--- src/hd44780_defines.svh ---
// build-wide constants for the lcd bring-up harness
// delays are in clock ticks and must fit in H4_TIMER_BITS
// blink width is sized for simulation, widen it for hardware (about 25 at 6 MHz)
// synchronizer depth must be 2 or more
`ifndef HD44780_DEFINES_SVH
`define HD44780_DEFINES_SVH

// ************************************************************************
// state timer
// ************************************************************************
`define H4_TIMER_BITS   8       // must hold the longest delay (114)

// three test delays run by the exerciser, in order
`define H4_DELAY_A      114
`define H4_DELAY_B      1
`define H4_DELAY_C      0       // zero delay, end strobe right after load

// ************************************************************************
// alive leds and button
// ************************************************************************
`define H4_BLINK_BITS   8       // free-running blink counter width, needs >= 4
`define H4_PWM_BITS     3       // rgb lit 1 of 2**bits cycles
`define H4_SYNC_STAGES  2       // button synchronizer flops

`endif

--- src/hd44780_pkg.sv ---
// shared types for the lcd bring-up harness
// lcd data is a fixed 4-bit nibble, R/W is assumed tied low on the board
// rgb fields are plain active-high levels, no current driver behind them
`default_nettype none

package hd44780_pkg;

    // lcd pins as seen by the logic analyzer
    typedef struct packed {
        logic       rs;         // high while the timer sequence runs
        logic       e;          // start or end strobe of the timer
        logic [3:0] data;       // free-running down count
    } lcd_pins_t;

    // rgb alive outputs, active high
    typedef struct packed {
        logic r;
        logic g;
        logic b;
    } rgb_t;

    // timer exerciser states, one load/wait pair per delay
    typedef enum logic [2:0] {
        idle   = 3'd0,
        load_a = 3'd1,
        wait_a = 3'd2,
        load_b = 3'd3,
        wait_b = 3'd4,
        load_c = 3'd5,
        wait_c = 3'd6,
        lockup = 3'd7          // final state, never left until reset
    } exer_state_t;

endpackage

`default_nettype wire

--- src/hd44780_arm.sv ---
// arms the harness on the first button press
// button is active low and arrives already pulled up, no debounce
// first sampled low arms the design two edges later
// the latch is sticky, only i_rst_n clears it
`timescale 1ns/1ns
`default_nettype none

`include "hd44780_defines.svh"

module hd44780_arm (
    input  wire  clk,
    input  wire  i_rst_n,
    input  wire  i_button_n,       // push button, low when pressed
    output logic o_run_en,         // armed level, releases the run logic
    output logic o_la_strobe       // logic analyzer trigger, stays high
);

    // press shifts in as a one, oldest sample at the top
    logic [`H4_SYNC_STAGES-1:0] sync_q;
    logic                       armed_q;   // set once, held for good

    // ************************************************************************
    // synchronizer and one-time latch
    // ************************************************************************
    always_ff @(posedge clk or negedge i_rst_n) begin
        if (!i_rst_n) begin
            sync_q  <= '0;
            armed_q <= 1'b0;
        end else begin
            sync_q <= {sync_q[`H4_SYNC_STAGES-2:0], ~i_button_n};  // invert to active high
            // undebounced on purpose, the first bounce arms it
            if (sync_q[`H4_SYNC_STAGES-1]) begin
                armed_q <= 1'b1;
            end
        end
    end

    assign o_run_en    = armed_q;   // extended reset ends here
    assign o_la_strobe = armed_q;   // analyzer waits for this rising edge

endmodule

`default_nettype wire

--- src/hd44780_state_timer.sv ---
// loadable down-counting delay timer
// a start strobe sampled at edge k with load value N gives one end strobe
// in the cycle after edge k+N+1, so N=0 still takes one tick
// a start while busy reloads the count, no end strobe for the first load
// i_run_en low holds the timer idle, it acts as an extended reset
`timescale 1ns/1ns
`default_nettype none

`include "hd44780_defines.svh"

module hd44780_state_timer (
    input  wire                      clk,
    input  wire                      i_rst_n,
    input  wire                      i_run_en,      // low = held idle
    input  wire                      i_start_stb,   // one cycle, loads the count
    input  wire [`H4_TIMER_BITS-1:0] i_load_val,    // delay in ticks
    output logic                     o_end_stb      // one cycle when done
);

    logic [`H4_TIMER_BITS-1:0] count_q;   // ticks left
    logic                      busy_q;    // a delay is running
    logic                      end_q;

    // ************************************************************************
    // counter and end strobe
    // ************************************************************************
    always_ff @(posedge clk or negedge i_rst_n) begin
        if (!i_rst_n) begin
            count_q <= '0;
            busy_q  <= 1'b0;
            end_q   <= 1'b0;
        end else if (!i_run_en) begin
            // not armed yet, keep everything quiet
            count_q <= '0;
            busy_q  <= 1'b0;
            end_q   <= 1'b0;
        end else begin
            end_q <= 1'b0;                      // strobe lasts one cycle
            if (i_start_stb) begin
                count_q <= i_load_val;          // load wins over a running count
                busy_q  <= 1'b1;
            end else if (busy_q) begin
                if (count_q == '0) begin
                    end_q  <= 1'b1;             // fire and go idle
                    busy_q <= 1'b0;
                end else begin
                    count_q <= count_q - 1'b1;
                end
            end
        end
    end

    assign o_end_stb = end_q;

endmodule

`default_nettype wire

--- src/hd44780_timer_exerciser.sv ---
// runs the state timer through delays A, B and C once, then locks up
// lcd pins are only a window for the logic analyzer, no real lcd protocol
// rs marks the active sequence, e is start or end strobe, data counts down
// e is combinational from registers, so it may glitch on the lcd pin
// the whole block is held in idle until i_run_en goes high
`timescale 1ns/1ns
`default_nettype none

`include "hd44780_defines.svh"

module hd44780_timer_exerciser (
    input  wire                     clk,
    input  wire                     i_rst_n,
    input  wire                     i_run_en,   // armed level from the button
    output hd44780_pkg::lcd_pins_t  o_lcd       // analyzer view of the sequence
);

    hd44780_pkg::exer_state_t  state_q;
    logic                      start_stb;   // registered, one cycle per load state
    logic [`H4_TIMER_BITS-1:0] load_val;    // delay handed to the timer
    logic                      end_stb;     // back from the timer
    logic                      rs_q;
    logic [3:0]                data_q;

    // ************************************************************************
    // sequence FSM
    // ************************************************************************
    always_ff @(posedge clk or negedge i_rst_n) begin
        if (!i_rst_n) begin
            state_q   <= hd44780_pkg::idle;
            start_stb <= 1'b0;
            load_val  <= '0;
            rs_q      <= 1'b0;
            data_q    <= 4'd0;
        end else if (!i_run_en) begin
            // extended reset until the button is pressed
            state_q   <= hd44780_pkg::idle;
            start_stb <= 1'b0;
            rs_q      <= 1'b0;
        end else begin
            data_q    <= data_q - 4'd1;   // just something to watch on the pins
            start_stb <= 1'b0;            // load states override below

            case (state_q)
                hd44780_pkg::idle: begin
                    state_q <= hd44780_pkg::load_a;
                    rs_q    <= 1'b1;      // sequence active from here
                end
                hd44780_pkg::load_a: begin
                    load_val  <= `H4_TIMER_BITS'(`H4_DELAY_A);
                    start_stb <= 1'b1;
                    state_q   <= hd44780_pkg::wait_a;
                end
                hd44780_pkg::wait_a: begin
                    if (end_stb) begin
                        state_q <= hd44780_pkg::load_b;
                    end
                end
                hd44780_pkg::load_b: begin
                    load_val  <= `H4_TIMER_BITS'(`H4_DELAY_B);
                    start_stb <= 1'b1;
                    state_q   <= hd44780_pkg::wait_b;
                end
                hd44780_pkg::wait_b: begin
                    if (end_stb) begin
                        state_q <= hd44780_pkg::load_c;
                    end
                end
                hd44780_pkg::load_c: begin
                    load_val  <= `H4_TIMER_BITS'(`H4_DELAY_C);
                    start_stb <= 1'b1;
                    state_q   <= hd44780_pkg::wait_c;
                end
                hd44780_pkg::wait_c: begin
                    if (end_stb) begin
                        state_q <= hd44780_pkg::lockup;
                        rs_q    <= 1'b0;  // sequence over
                    end
                end
                hd44780_pkg::lockup: begin
                    state_q <= hd44780_pkg::lockup;  // stay, going to idle would loop forever
                end
                default: begin
                    state_q <= hd44780_pkg::idle;
                end
            endcase
        end
    end

    // timer under test, its strobes stay inside this block
    hd44780_state_timer u_timer (
        .clk         (clk),
        .i_rst_n     (i_rst_n),
        .i_run_en    (i_run_en),
        .i_start_stb (start_stb),
        .i_load_val  (load_val),
        .o_end_stb   (end_stb)
    );

    // ************************************************************************
    // lcd pin mapping
    // ************************************************************************
    always_comb begin
        o_lcd.rs   = rs_q;
        o_lcd.e    = start_stb | end_stb;   // both edges of every delay visible
        o_lcd.data = data_q;
    end

endmodule

`default_nettype wire

--- src/hd44780_alive_leds.sv ---
// alive indicators driven from one free-running blink counter
// rgb outputs are plain active-high levels, dimmed by a short pwm counter
// external leds are active low (anode to supply) and dark until armed
// outputs are registered, they lag the counters by one cycle
`timescale 1ns/1ns
`default_nettype none

`include "hd44780_defines.svh"

module hd44780_alive_leds (
    input  wire               clk,
    input  wire               i_rst_n,
    input  wire               i_run_en,   // armed, lets the external leds run
    output hd44780_pkg::rgb_t o_rgb,      // onboard rgb, active high
    output logic [3:0]        o_led_n     // external leds, active low
);

    localparam int BB = `H4_BLINK_BITS;   // short alias for the bit picks

    logic [BB-1:0]             blink_q;
    logic [`H4_PWM_BITS-1:0]   pwm_q;
    logic                      pwm_en;    // one cycle in 2**bits
    hd44780_pkg::rgb_t         rgb_q;
    logic [3:0]                led_n_q;

    assign pwm_en = &pwm_q;               // lit only when pwm counter is all ones

    // ************************************************************************
    // counters and registered outputs
    // ************************************************************************
    always_ff @(posedge clk or negedge i_rst_n) begin
        if (!i_rst_n) begin
            blink_q <= '0;
            pwm_q   <= '0;
            rgb_q   <= '0;
            led_n_q <= 4'b1111;                    // dark
        end else begin
            blink_q <= blink_q + 1'b1;
            pwm_q   <= pwm_q + 1'b1;

            // rgb blinks from the top bits whether armed or not
            rgb_q.g <= pwm_en & ~blink_q[BB-1];
            rgb_q.b <= pwm_en &  blink_q[BB-1];
            rgb_q.r <= pwm_en & ~blink_q[BB-2];

            if (i_run_en) begin
                led_n_q[0] <=  blink_q[BB-2];
                led_n_q[1] <= ~blink_q[BB-3];
                led_n_q[2] <=  blink_q[BB-3];
                led_n_q[3] <= ~blink_q[BB-4];
            end else begin
                led_n_q <= 4'b1111;                // not armed, keep them off
            end
        end
    end

    assign o_rgb   = rgb_q;
    assign o_led_n = led_n_q;

endmodule

`default_nettype wire

--- src/hd44780_top.sv ---
// top of the lcd bring-up harness, instances and wires only
// clk comes from outside, no on-chip oscillator or clock divider
// i_button_n must already be pulled up at the pad
// rgb outputs are plain levels, the current driver is outside this design
`timescale 1ns/1ns
`default_nettype none

module hd44780_top (
    input  wire                    clk,
    input  wire                    i_rst_n,       // async, active low
    input  wire                    i_button_n,    // push button, low when pressed
    output hd44780_pkg::lcd_pins_t o_lcd,         // rs, e and data nibble
    output hd44780_pkg::rgb_t      o_rgb,         // onboard rgb alive
    output logic [3:0]             o_led_n,       // external alive leds, active low
    output logic                   o_la_strobe    // logic analyzer trigger
);

    logic run_en;   // armed level, doubles as the end of the extended reset

    // ************************************************************************
    // arming
    // ************************************************************************
    hd44780_arm u_arm (
        .clk         (clk),
        .i_rst_n     (i_rst_n),
        .i_button_n  (i_button_n),
        .o_run_en    (run_en),
        .o_la_strobe (o_la_strobe)
    );

    // timer exercise on the lcd pins, timer lives inside
    hd44780_timer_exerciser u_exer (
        .clk      (clk),
        .i_rst_n  (i_rst_n),
        .i_run_en (run_en),
        .o_lcd    (o_lcd)
    );

    // ************************************************************************
    // alive leds
    // ************************************************************************
    hd44780_alive_leds u_leds (
        .clk      (clk),
        .i_rst_n  (i_rst_n),
        .i_run_en (run_en),
        .o_rgb    (o_rgb),
        .o_led_n  (o_led_n)
    );

endmodule

`default_nettype wire

--- config.mk ---
export PLATFORM = sky130hd
export DESIGN_NAME = hd44780_top
export DESIGN_NICKNAME = d
export VERILOG_FILES = /design/src/hd44780_pkg.sv /design/src/hd44780_arm.sv /design/src/hd44780_state_timer.sv /design/src/hd44780_timer_exerciser.sv /design/src/hd44780_alive_leds.sv /design/src/hd44780_top.sv
export VERILOG_INCLUDE_DIRS = /design/src
export SDC_FILE = /design/constraint.sdc
export NUM_CORES = 1
export LEC_CHECK = 0
export BUFFER_PORTS_ARGS = -buffer_cell sky130_fd_sc_hd__clkbuf_2
export CORE_ASPECT_RATIO = 1.25
export CORE_MARGIN = 4
export CORE_UTILIZATION = 50
export CTS_CLUSTER_SIZE = 25
export DETAILED_ROUTE_END_ITERATION = 8
export GPL_TIMING_DRIVEN = 0
export PLACE_DENSITY = 0.69
export SLEW_MARGIN = 5
export SYNTH_ARGS = -nofsm -noshare
export SYNTH_HDL_FRONTEND = slang
export SYNTH_SLANG_ARGS = --single-unit
--- constraint.sdc ---
create_clock -name clk -period 5.3 [get_ports clk]
set_input_delay 1.06 -clock clk [delete_from_list [all_inputs] [get_ports clk]]
set_output_delay 1.06 -clock clk [all_outputs]
set_load 0.01 [all_outputs]
==> results of run 1 <==
==> final cells by class <==
cell class | count | area, µm² | area share [%]
Buffer | 5 | 22.5 | 1.14
Clock buffer | 6 | 72.6 | 3.68
Clock inverter | 2 | 13.8 | 0.697
Inverter | 12 | 45.0 | 2.28
Multi-Input combinational cell | 94 | 638 | 32.3
Sequential cell | 42 | 1060 | 53.5
Tap cell | 37 | 46.3 | 2.34
Timing Repair Buffer | 16 | 80.1 | 4.06
==> through the flow <==
step | util [%] | hold WS (ps) | instance area, µm² | setup WS [ps] | std cells
final | 59.7 | 353 | 1970 | 3090 | 214
after global routing | 59.7 | 361 | 1970 | 3030 | 214
after CTS | 59.7 | 353 | 1970 | 3080 | 214
after detailed placement | 57.1 | 335 | 1890 | 3360 | 206
after global placement | 57.1 | 332 | 1890 | 3390 | 206
after floorplan | - | 331 | 1760 | 3530 | 153
==> how the worst max path moves through the flow <==
stage,slack (ps),start,depth (start not counted),endpoint
2_1_floorplan,3530,u_exer.start_stb$_DFF_PN0_,1,o_lcd[4]
3_3_place_gp,3390,i_rst_n,1,u_exer.state_q[2]$_DFFE_PN0P_
3_5_place_dp,3360,i_rst_n,1,u_exer.state_q[2]$_DFFE_PN0P_
4_1_cts,3080,u_exer.start_stb$_DFF_PN0_,2,o_lcd[4]
5_1_grt,3030,u_exer.start_stb$_DFF_PN0_,2,o_lcd[4]
6_report,3090,u_exer.start_stb$_DFF_PN0_,2,o_lcd[4]
==> cell families (layout without fill, tap and decap cells) <==
kind of cell,count (synthesis),count (layout),share of synthesized area [%]
simple gates,51,51,15.7
flops,42,42,59.9
compound gates,21,21,8.24
buf+inv,17,41,3.83
xor+xnor,15,15,7.46
fa+ha+maj,6,6,4.26
mux,1,1,0.568
==> critical path, cell delays in order, from the launching register on <==
cell and delay, ps:
dfrtp_1 420, or2_2 300, clkbuf_2 130
==> sequential cells by signal (all words and copies together), names as in the netlist, 2 cells and up <==
| signal | flops |
|---|---|
| u_arm.sync_q | 2 |
| u_exer.data_q | 4 |
| u_exer.load_val | 2 |
| u_exer.state_q | 3 |
| u_exer.u_timer.count_q | 8 |
| u_leds.blink_q | 8 |
| u_leds.o_led_n | 4 |
| u_leds.o_rgb | 3 |
| u_leds.pwm_q | 3 |
==> cells in the mapped netlist, types with 2 or more instances <==
cell	number
and3_1	2
nand3_1	10
o21ai_0	4
ha_1	6
nand2_1	8
nor4_1	3
inv_1	11
nor4b_1	2
nand2b_1	2
nor2b_1	2
dfstp_2	4
clkbuf_1	4
a21oi_1	8
nor2_1	10
or2_2	4
xor2_1	9
nor3_1	2
xnor2_1	6
dfrtp_1	38
==> per-layer routing <==
layer	track usage (%)	vias up
li1	-	566
met1	18.7	588
met2	25.5	19
met3	5.56	5
met4	9.16	0
met5	0	-
==> report_power, final <==
group | switching [mW] | total (mW) | internal [mW] | leakage, nW
clock | 0.108 | 0.201 | 0.0929 | 0.0452
combinational | 0.127 | 0.241 | 0.114 | 0.379
sequential | 0.0698 | 0.457 | 0.387 | 0.500
total | 0.305 | 0.898 | 0.593 | 0.924
==> results.md, run 1 <==
* Status: completed
* H-tree lvl count at 2
* Clock transition at path regs at 80 ps
* Die Y at roughly 74 µm
* Commonest non-fill, non-tap cell in the layout: dfrtp_1
* R2R Setup Slk at 3420 ps
* Drt first pass iters at 4
* Kind of critical path: flip-flop to primary output
* Synth unique cells at 37
* Met3 WL at 127 µm
* Global route total overflow at 0
* Post-synth net total at 162
* GP Congestion at 0.825
* I/O pin total at 17
* Max Cap Violations at 0
* Hold WC Path Type: flip-flop to flip-flop
* Antenna cells at 0
* RSZ-0062 raised after global routing: no
* Leakage at 0.924 nW
* Clk buf depth at 2
* Highest Signal Layer: met4
* Maximum operating frequency at roughly 0.45 GHz
* Required @ worst endpoint at 4240 ps
* Layout Skew at 5.10 ps
* Endpoints failing hold at 0
* Cells after Synth at between 150 and 200
* Drt total wl at 2990 µm
* Post-synth EDFFs at 0
* Largest net degree at the start of global routing at 43
* I/O Buffers at 16
* Worst setup EP type: primary output
* Wl on met1 at 1280 µm
* Antenna violations before repair at 0
* Post-CTS sizing at 0
* WL/cell at 14.0 µm
* Total global-route track usage at 16.1%
* R2R Path Start: u_exer.u_timer.count_q[0]$_DFFE_PN0P_
* Core area at 0.00331 mm²
* CTS tree: done
* Setup violations, final at 0
* Largest cells by area after synthesis: dfrtp_1 54%, dfstp_2 6.0%, xor2_1 4.5%, ha_1 4.3%, xnor2_1 3.0%
* Rel. slew slack at about 34%
* Synth Register Bits at 42
* Hold Buf Count CTS at 0
* Metal2 WL at 1530 µm
* CTS Sinks at 42
* Actual slew at the worst max-slew pin at 996 ps
* Most frequent cells in the layout: 38 x dfrtp_1, 16 x clkbuf_2, 11 x inv_1
* Die W at 61.1 µm
* Hold Crit Depth at 0
* Clock Latency Late Sink at 290 ps
* Initial DRC Count at 46
* Async set or reset register ratio after synthesis at 100%
* Via density at roughly 5.5
* Slew Viols, Final at 0
* HPWL after detailed placement at 2090 µm
* Post-CTS setup buffers at 0
* Post-route ant nets at 0
* CTS buffer count at 5
* First-pass GRT wire length at 5290 µm
* Max IR drop VDD at approximately 320 µV
* PwrDens at roughly 450 mW/mm²
* Path depth of the worst reg2reg path at 7
* Synth Warn # at 0
* Area fraction of the dominant cell type after synthesis at 54.0%
* FP Rows at 23
* Tcrit/Tclk final at a little over two fifths
* Worst Hold Endpoint: u_arm.sync_q[1]$_DFF_PN0_
* Vias in the first global route at 1163
* Leading area contributor after synthesis: dfrtp_1
* Area Growth Syn to Fin at 12.1%
* Setup_tns at 0 ps
* Drt drc at 0
* Initial core utilization at 53.2%
* # fillers at between 200 and 300
* Die area at 0.00454 mm²
* Final Critical Period at 2210 ps
* Overall Power at 0.898 mW
* # nets final at 185
* Synthesized area at 0.00176 mm²
* Critical Path Fanout Max at 5
* Reg2reg end: u_exer.u_timer.count_q[0]$_DFFE_PN0P_
* Share of post-route cells with drive strength above 1 at 20.3%
* Min-delay src: u_arm.sync_q[0]$_DFF_PN0_
* Sequential share of the synthesized area at 59.9%
* Root buf cell: clkbuf_8
* Vias at 1178
* Startpoint Class: flip-flop
* Ys flop type: dfrtp_1
* Syn Area/Cell at between 10 and 15 µm²
* CP arrival at 1150 ps
(Power assumes the default switching activity.)
==> run 2, diff against run 1 <==
--- a/config.mk
+++ b/config.mk
@@ -13,7 +13,7 @@
 export CTS_CLUSTER_SIZE = 25
 export DETAILED_ROUTE_END_ITERATION = 8
 export GPL_TIMING_DRIVEN = 0
-export PLACE_DENSITY = 0.69
+export PLACE_DENSITY = 0.72
 export SLEW_MARGIN = 5
 export SYNTH_ARGS = -nofsm -noshare
 export SYNTH_HDL_FRONTEND = slang
==> constraint.sdc (replaced) <==
create_clock -name clk -period 2 [get_ports clk]
set_input_delay 0.4 -clock clk [delete_from_list [all_inputs] [get_ports clk]]
set_output_delay 0.4 -clock clk [all_outputs]
set_load 0.01 [all_outputs]
==> run 2 against run 1 <==
  * Final cell count did not move
  * Worst hold slack worse by 120 ps
  * Combinational power rose to 2.6 times the previous value
  * Largest power group unchanged
  * Highest routed layer unchanged
==> results.md, run 2 (synthesis gave the netlist of run 1 again) <==
* Reg area at about 0.0011 mm²
* Required @ worst endpoint at 2220 ps
* Endpoints failing hold at 0
* PwrDens at 1310 mW/mm²
* Largest net degree at the start of global routing at 43
* RSZ-0062 raised after global routing: no
* Antenna cells at 0
* Leakage at 0.951 nW
* CTS tree: done
* Most frequent cells in the layout: 38 x dfrtp_1, 16 x clkbuf_2, 11 x inv_1
* Hold Crit Depth at 2
* Drt first pass iters at 4
* Root buf cell: clkbuf_8
* Startpoint Class: flip-flop
* Global route total overflow at 0
* Largest regs: u_exer.u_timer.count_q: 8 flops, u_leds.blink_q: 8 flops
* # fillers at ~270
* Commonest non-fill, non-tap cell in the layout: dfrtp_1
* Final Critical Period at ~1800 ps
* Hold Buf Count CTS at 0
* Total global-route track usage at 16.8%
* Actual slew at the worst max-slew pin at between 1000 and 1500 ps
* WL/cell at 14.6 µm
* Final setup margin at 154 ps
* Die Y at roughly 74 µm
* Fin util at 61.3%
* Worst setup EP type: flip-flop
* Setup violations, final at 0
* GP Congestion at 0.907
* DP Worst Slack at 162 ps
* Clock transition at path regs at about 80 ps
* Tcrit/Tclk final at 92.3%
* Post-route ant nets at 0
* Slew Viols, Final at 0
* Vias at about 1200
* R2R Setup Slk at 150 ps
* I/O pin total at 17
* Kind of critical path: flip-flop to flip-flop
* Finished Layout Cells at 214
* Core area at about 0.0033 mm²
* Drt total wl at between 3000 and 4000 µm
* H-tree lvl count at 2
* Reg2reg end: u_exer.u_timer.count_q[0]$_DFFE_PN0P_
* Worst Hold Endpoint: u_arm.sync_q[0]$_DFF_PN0_
* Max IR drop VDD at 838 µV
* Initial DRC Count at 33
* R2R Path Start: u_exer.u_timer.count_q[0]$_DFFE_PN0P_
* Setup_tns at 0 ps
* Hold WC Path Type: primary input to flip-flop
* Status: completed
* Share of post-route cells with drive strength above 1 at 21.5%
* Die W at 61.1 µm
* HPWL after detailed placement at 2170 µm
* Min-delay src: i_button_n
* # nets final at 185
* Fin area at 0.00203 mm²
* FP Rows at 23
* Critical Path Fanout Max at 6
* CTS buffer count at 5
* Clk buf depth at 2
* Area Growth Syn to Fin at 15.2%
* Antenna violations before repair at 0
* Max Cap Violations at 0
* Maximum operating frequency at 0.542 GHz
* Via density at about 5.5
* Clock Latency Late Sink at 300 ps
* CTS Sinks at 42
* First-pass GRT wire length at 5510 µm
* Vias in the first global route at 1210
* Placed cells at 206
* Die area at 0.00454 mm²
* Initial core utilization at a little over half
* Path depth of the worst reg2reg path at 6
* Rel. slew slack at roughly 32%
* Drt drc at 0
* Placed Area at 0.00189 mm²
* Footprint of the multi-input gates at 638 µm²
* CP arrival at 2060 ps
* I/O Buffers at 16
* Layout Skew at 5.07 ps
## run 2: changes by cell type in the layout (fill, tap and decap cells not counted), sizes merged
cell    change
buf         +1
bufinv      +2
clkinv      -1
clkbuf      -2
## run 2: critical path, cell delays in order, from the launching register on
cell	delay, ps
dfrtp_1	430
inv_1	130
ha_1	160
or3b_1	480
o21ai_4	250
xnor2_1	110
a211oi_2	200
## run 2: metal layers
| layer | GRT usage (%) | wire length, µm |
|---|---|---|
| met3 | 4.69 | 104 |
| met4 | 7.95 | 55 |
| met5 | 0 | 0 |
| met1 | 19.3 | 1270 |
| met2 | 28.4 | 1690 |
## run 2: layout make-up
class	instances	area share, %
clock buffer	5	3.39
timing repair buffer	17	4.32
clock inverter	3	3.39
buffer	4	0.925
tap	37	2.28
sequential	42	52.0
inverter	12	2.22
multi-input combinational	94	31.4
## run 2: where the power goes
group / internal [mW] / switching [mW] / leakage [nW] / total, mW
combinational: 0.311 / 0.325 / 0.383 / 0.636
clock: 0.500 / 0.296 / 0.0683 / 0.796
sequential: 1.03 / 0.193 / 0.500 / 1.22
## run 2: worst max path at each step
stage | from | end | slack [ps] | depth (start not counted)
finish | u_exer.u_timer.count_q[0]$_DFFE_PN0P_ | u_exer.u_timer.count_q[0]$_DFFE_PN0P_ | 150 | 6
global route | u_exer.u_timer.count_q[0]$_DFFE_PN0P_ | u_exer.u_timer.count_q[0]$_DFFE_PN0P_ | 10 | 6
CTS | u_exer.u_timer.count_q[0]$_DFFE_PN0P_ | u_exer.u_timer.count_q[0]$_DFFE_PN0P_ | 140 | 7
detailed placement | u_exer.u_timer.count_q[0]$_DFFE_PN0P_ | u_exer.u_timer.count_q[0]$_DFFE_PN0P_ | 160 | 7
global placement | u_exer.u_timer.count_q[0]$_DFFE_PN0P_ | u_exer.u_timer.count_q[0]$_DFFE_PN0P_ | 210 | 7
floorplan | u_exer.u_timer.count_q[0]$_DFFE_PN0P_ | u_exer.u_timer.count_q[0]$_DFFE_PN0P_ | 330 | 7
## run 2: repair_timing
item                       CTS  global route
setup buffers                0             1
setup endpoints to repair    0             1
resized for setup            0             0
## run 2: stage by stage
step / hold WS, ps / power, mW
final: 231 / 2.65
after floorplan: 104 / 1.68
after global routing: 230 / 2.83
after detailed placement: 359 / 1.86
after global placement: 333 / 1.82
after CTS: 226 / 2.66
==> run 3, diff against run 2 <==
--- a/config.mk
+++ b/config.mk
@@ -17,4 +17,5 @@
 export SLEW_MARGIN = 5
 export SYNTH_ARGS = -nofsm -noshare
 export SYNTH_HDL_FRONTEND = slang
+export SYNTH_HIERARCHICAL = 1
 export SYNTH_SLANG_ARGS = --single-unit
==> constraint.sdc (replaced) <==
create_clock -name clk -period 1.5 [get_ports clk]
set_input_delay 0.3 -clock clk [delete_from_list [all_inputs] [get_ports clk]]
set_output_delay 0.3 -clock clk [all_outputs]
set_load 0.01 [all_outputs]
==> run 3 against run 2 <==
  * The flow now finishes with violations (setup timing)
  * Fmax up 6.9%
  * Cell area up 3.0%
  * Critical path depth down 3
  * Combinational power up 55%
  * Synthesized cell count up 4.6%
  * Via count up 5.4%
  * Core utilization down 1.3 points
  * Sequential power up 37%
  * Clock-buffer cell count unchanged
  * Setup slack worse by 380 ps
  * Sequential share of layout area down 1.5 points
  * Clock power down 11%
  * Critical path type unchanged
  * Largest power group unchanged
  * Highest routed layer unchanged
==> results.md, run 3 <==
* Post-route ant nets at 0
* Synth Register Bits at 42
* Required @ worst endpoint at 1700 ps
* Global route total overflow at 0
* I/O pin total at 17
* CP arrival at 1930 ps
* Total global-route track usage at 15.2%
* Crit path cell chain: or3_1, or4_1, a31oi_1
* Endpoints failing hold at 0
* Layout Skew at just under 4 ps
* Critical Path Fanout Max at 7
* Synth Area in Compound Gates at 11.5%
* Die area at 0.00465 mm²
* CP max stage delay at about 540 ps
* Commonest non-fill, non-tap cell in the layout: dfrtp_1
* H-tree lvl count at 2
* Sequential share of the synthesized area at 58.3%
* Synth unique cells at between 40 and 50
* Max Cap Violations at 0
* Placed cells at 217
* Largest regs: u_exer/u_timer/count_q: 8 flops, u_leds/blink_q: 8 flops
* Share of post-route cells with drive strength above 1 at 27.3%
* Async set or reset register ratio after synthesis at 100%
* Die Y at about 75 µm
* Clock Latency Late Sink at between 200 and 300 ps
* Root buf cell: clkbuf_8
* WL/cell at 13.5 µm
* GP Congestion at 0.814
* Die W at just over 60 µm
* Leading area contributor after synthesis: dfrtp_1
* Antenna violations before repair at 0
* Synthesized area at 0.00181 mm²
* Post-synthesis adder-cell area fraction at just over 4%
* Ys flop type: dfrtp_1
* Initial DRC Count at between 70 and 80
* Rel. slew slack at about 34%
* Multiplexer area fraction after synthesis at 0.553%
* Hold Buf Count CTS at 0
* CTS buffer count at 5
* Final Critical Period at 1730 ps
* Vias in the first global route at 1162
* FP Rows at 24
* Slew Viols, Final at 0
* RSZ-0062 raised after global routing: yes
* Vias at 1230
* Core area at roughly 0.0035 mm²
* Top cells by count, synth: 38 x dfrtp_1, 12 x inv_1, 9 x nor2_1, 8 x nand2_1, 8 x o21ai_0
* Clk buf depth at 2
* Failing checks: setup timing
* Via density at approximately 5.4
* Synth Area in Simple Gates at 15.5%
* Max IR drop VDD at about 1300 µV
* Hold WC Path Type: primary input to async pin
* Actual slew at the worst max-slew pin at 995 ps
* Status: finished with violations
* HPWL after detailed placement at 2070 µm
* Drt first pass iters at 4
* DP Worst Slack at -184 ps
* Setup violations, final at 8
* Startpoint Class: flip-flop
* CTS Sinks at 42
* Post-synth EDFFs at 0
* Drt total wl at ~3100 µm
* Final setup margin at -227 ps
* Most frequent cells in the layout: 37 x dfrtp_1, 16 x clkbuf_2, 10 x inv_1
* Tcrit/Tclk final at 115%
* Area Growth Syn to Fin at 15.5%
* Finished Layout Cells at 226
* Initial core utilization at 52.0%
* Largest cells by area after synthesis: dfrtp_1 53%, dfstp_2 5.8%, ha_1 4.1%, xnor2_1 2.9%, inv_1 2.5%
* Area fraction of the dominant cell type after synthesis at between 50% and 60%
* Most frequent cell after synthesis: dfrtp_1
* PwrDens at 1610 mW/mm²
* Path depth of the worst reg2reg path at 3
* # nets final at 195
* First-pass GRT wire length at between 5000 and 6000 µm
* Worst setup EP type: flip-flop
* CTS tree: done
* Drt drc at 0
* Syn Area/Cell at 11.3 µm²
* Antenna cells at 0
* Worst path slowest cell: or4_1
* Cells after Synth at 160
* Largest net degree at the start of global routing at 43
* I/O Buffers at 16
* Maximum operating frequency at just under 0.6 GHz
* Xor/xnor cell area share of the yosys netlist at around 5.3%
* Leakage at about 1 nW
* Synth Warn # at 6
* Kind of critical path: flip-flop to flip-flop
* Clock transition at path regs at 80 ps
* Largest family of logic cells by synthesized area: simple AND/OR/NAND/NOR gates
==> run 3: cell count changes after synthesis, moves of 3 or more <==
cell | before | now
or2_2 | 4 | 1
a31oi_1 | 0 | 3
nand3_1 | 10 | 5
o21ai_0 | 4 | 8
xor2_1 | 9 | 5
or4_1 | 0 | 3
==> run 3: where the power goes <==
| group | internal [mW] | switching (mW) | total [mW] |
|---|---|---|---|
| registers | 1.38 | 0.294 | 1.67 |
| logic | 0.504 | 0.480 | 0.984 |
| clock network | 0.327 | 0.381 | 0.708 |
==> run 3: timing repair <==
action / 4_1_cts / 5_1_grt
setup endpoints to repair: 8 / 10
pin swaps: 1 / 1
resized for setup: 9 / 2
buffers inserted: 2 / 0
==> run 3: path summary, 6_finish.rpt <==
path | startpoint | slack (ps) | to
setup / recovery | u_exer/u_timer/count_q[2]$_DFFE_PN0P_ | -230 | u_exer/u_timer/count_q[5]$_DFFE_PN0P_
hold / removal | i_rst_n | 160 | u_exer/u_timer/count_q[1]$_DFFE_PN0P_
setup reg to reg | u_exer/u_timer/count_q[2]$_DFFE_PN0P_ | -230 | u_exer/u_timer/count_q[5]$_DFFE_PN0P_
hold reg to reg | u_arm/sync_q[0]$_DFF_PN0_ | 360 | u_arm/sync_q[1]$_DFF_PN0_
max in group asynchronous | i_rst_n | 660 | u_exer/u_timer/count_q[2]$_DFFE_PN0P_
min in group clk | i_button_n | 160 | u_arm/sync_q[0]$_DFF_PN0_
==> run 3: kinds of logic after synthesis <==
group,count (synthesis)
adders and majority gates,6
other,1
AOI/OAI and AO/OA,32
xor gates and xnor gates,11
muxes,1
buffers and inverters,18
and+or+nand+nor,49
DFF,42
==> run 3: worst max-delay path: cells and delay by family (launching register included) <==
family	cells	cell delay, ps
AO/OA/AOI/OAI	1	210
AND/OR/NAND/NOR	2	990
flip-flops	1	450
==> run 3: cell type report <==
cell class	instances	area, µm²
Fill cell	293	1390
Sequential cell	42	1060
Multi-Input combinational cell	102	723
Timing Repair Buffer	18	95.1
Clock buffer	5	68.8
Tap cell	39	48.8
Inverter	12	45.0
Buffer	5	31.3
Clock inverter	3	21.3
==> run 3: per-layer routing <==
layer	track usage (%)	vias to the layer above	part of all wire (%)
li1	-	597	-
met1	20.6	597	44
met2	23.2	30	51
met3	3.26	6	3.5
met4	6.84	0	1.4
met5	0	-	0
==> run 3: per-stage QoR <==
stage,instance area (µm²),utilization (%),setup TNS [ps],hold WS (ps),power (mW)
floorplan,1820,-,-174,4.41,2.24
global placement,1950,56.0,-706,345,2.44
detailed placement,1950,56.0,-990,338,2.49
CTS,2090,59.9,-606,146,3.35
global route,2090,60.0,-1670,136,3.61
finish,2090,60.0,-685,156,3.36
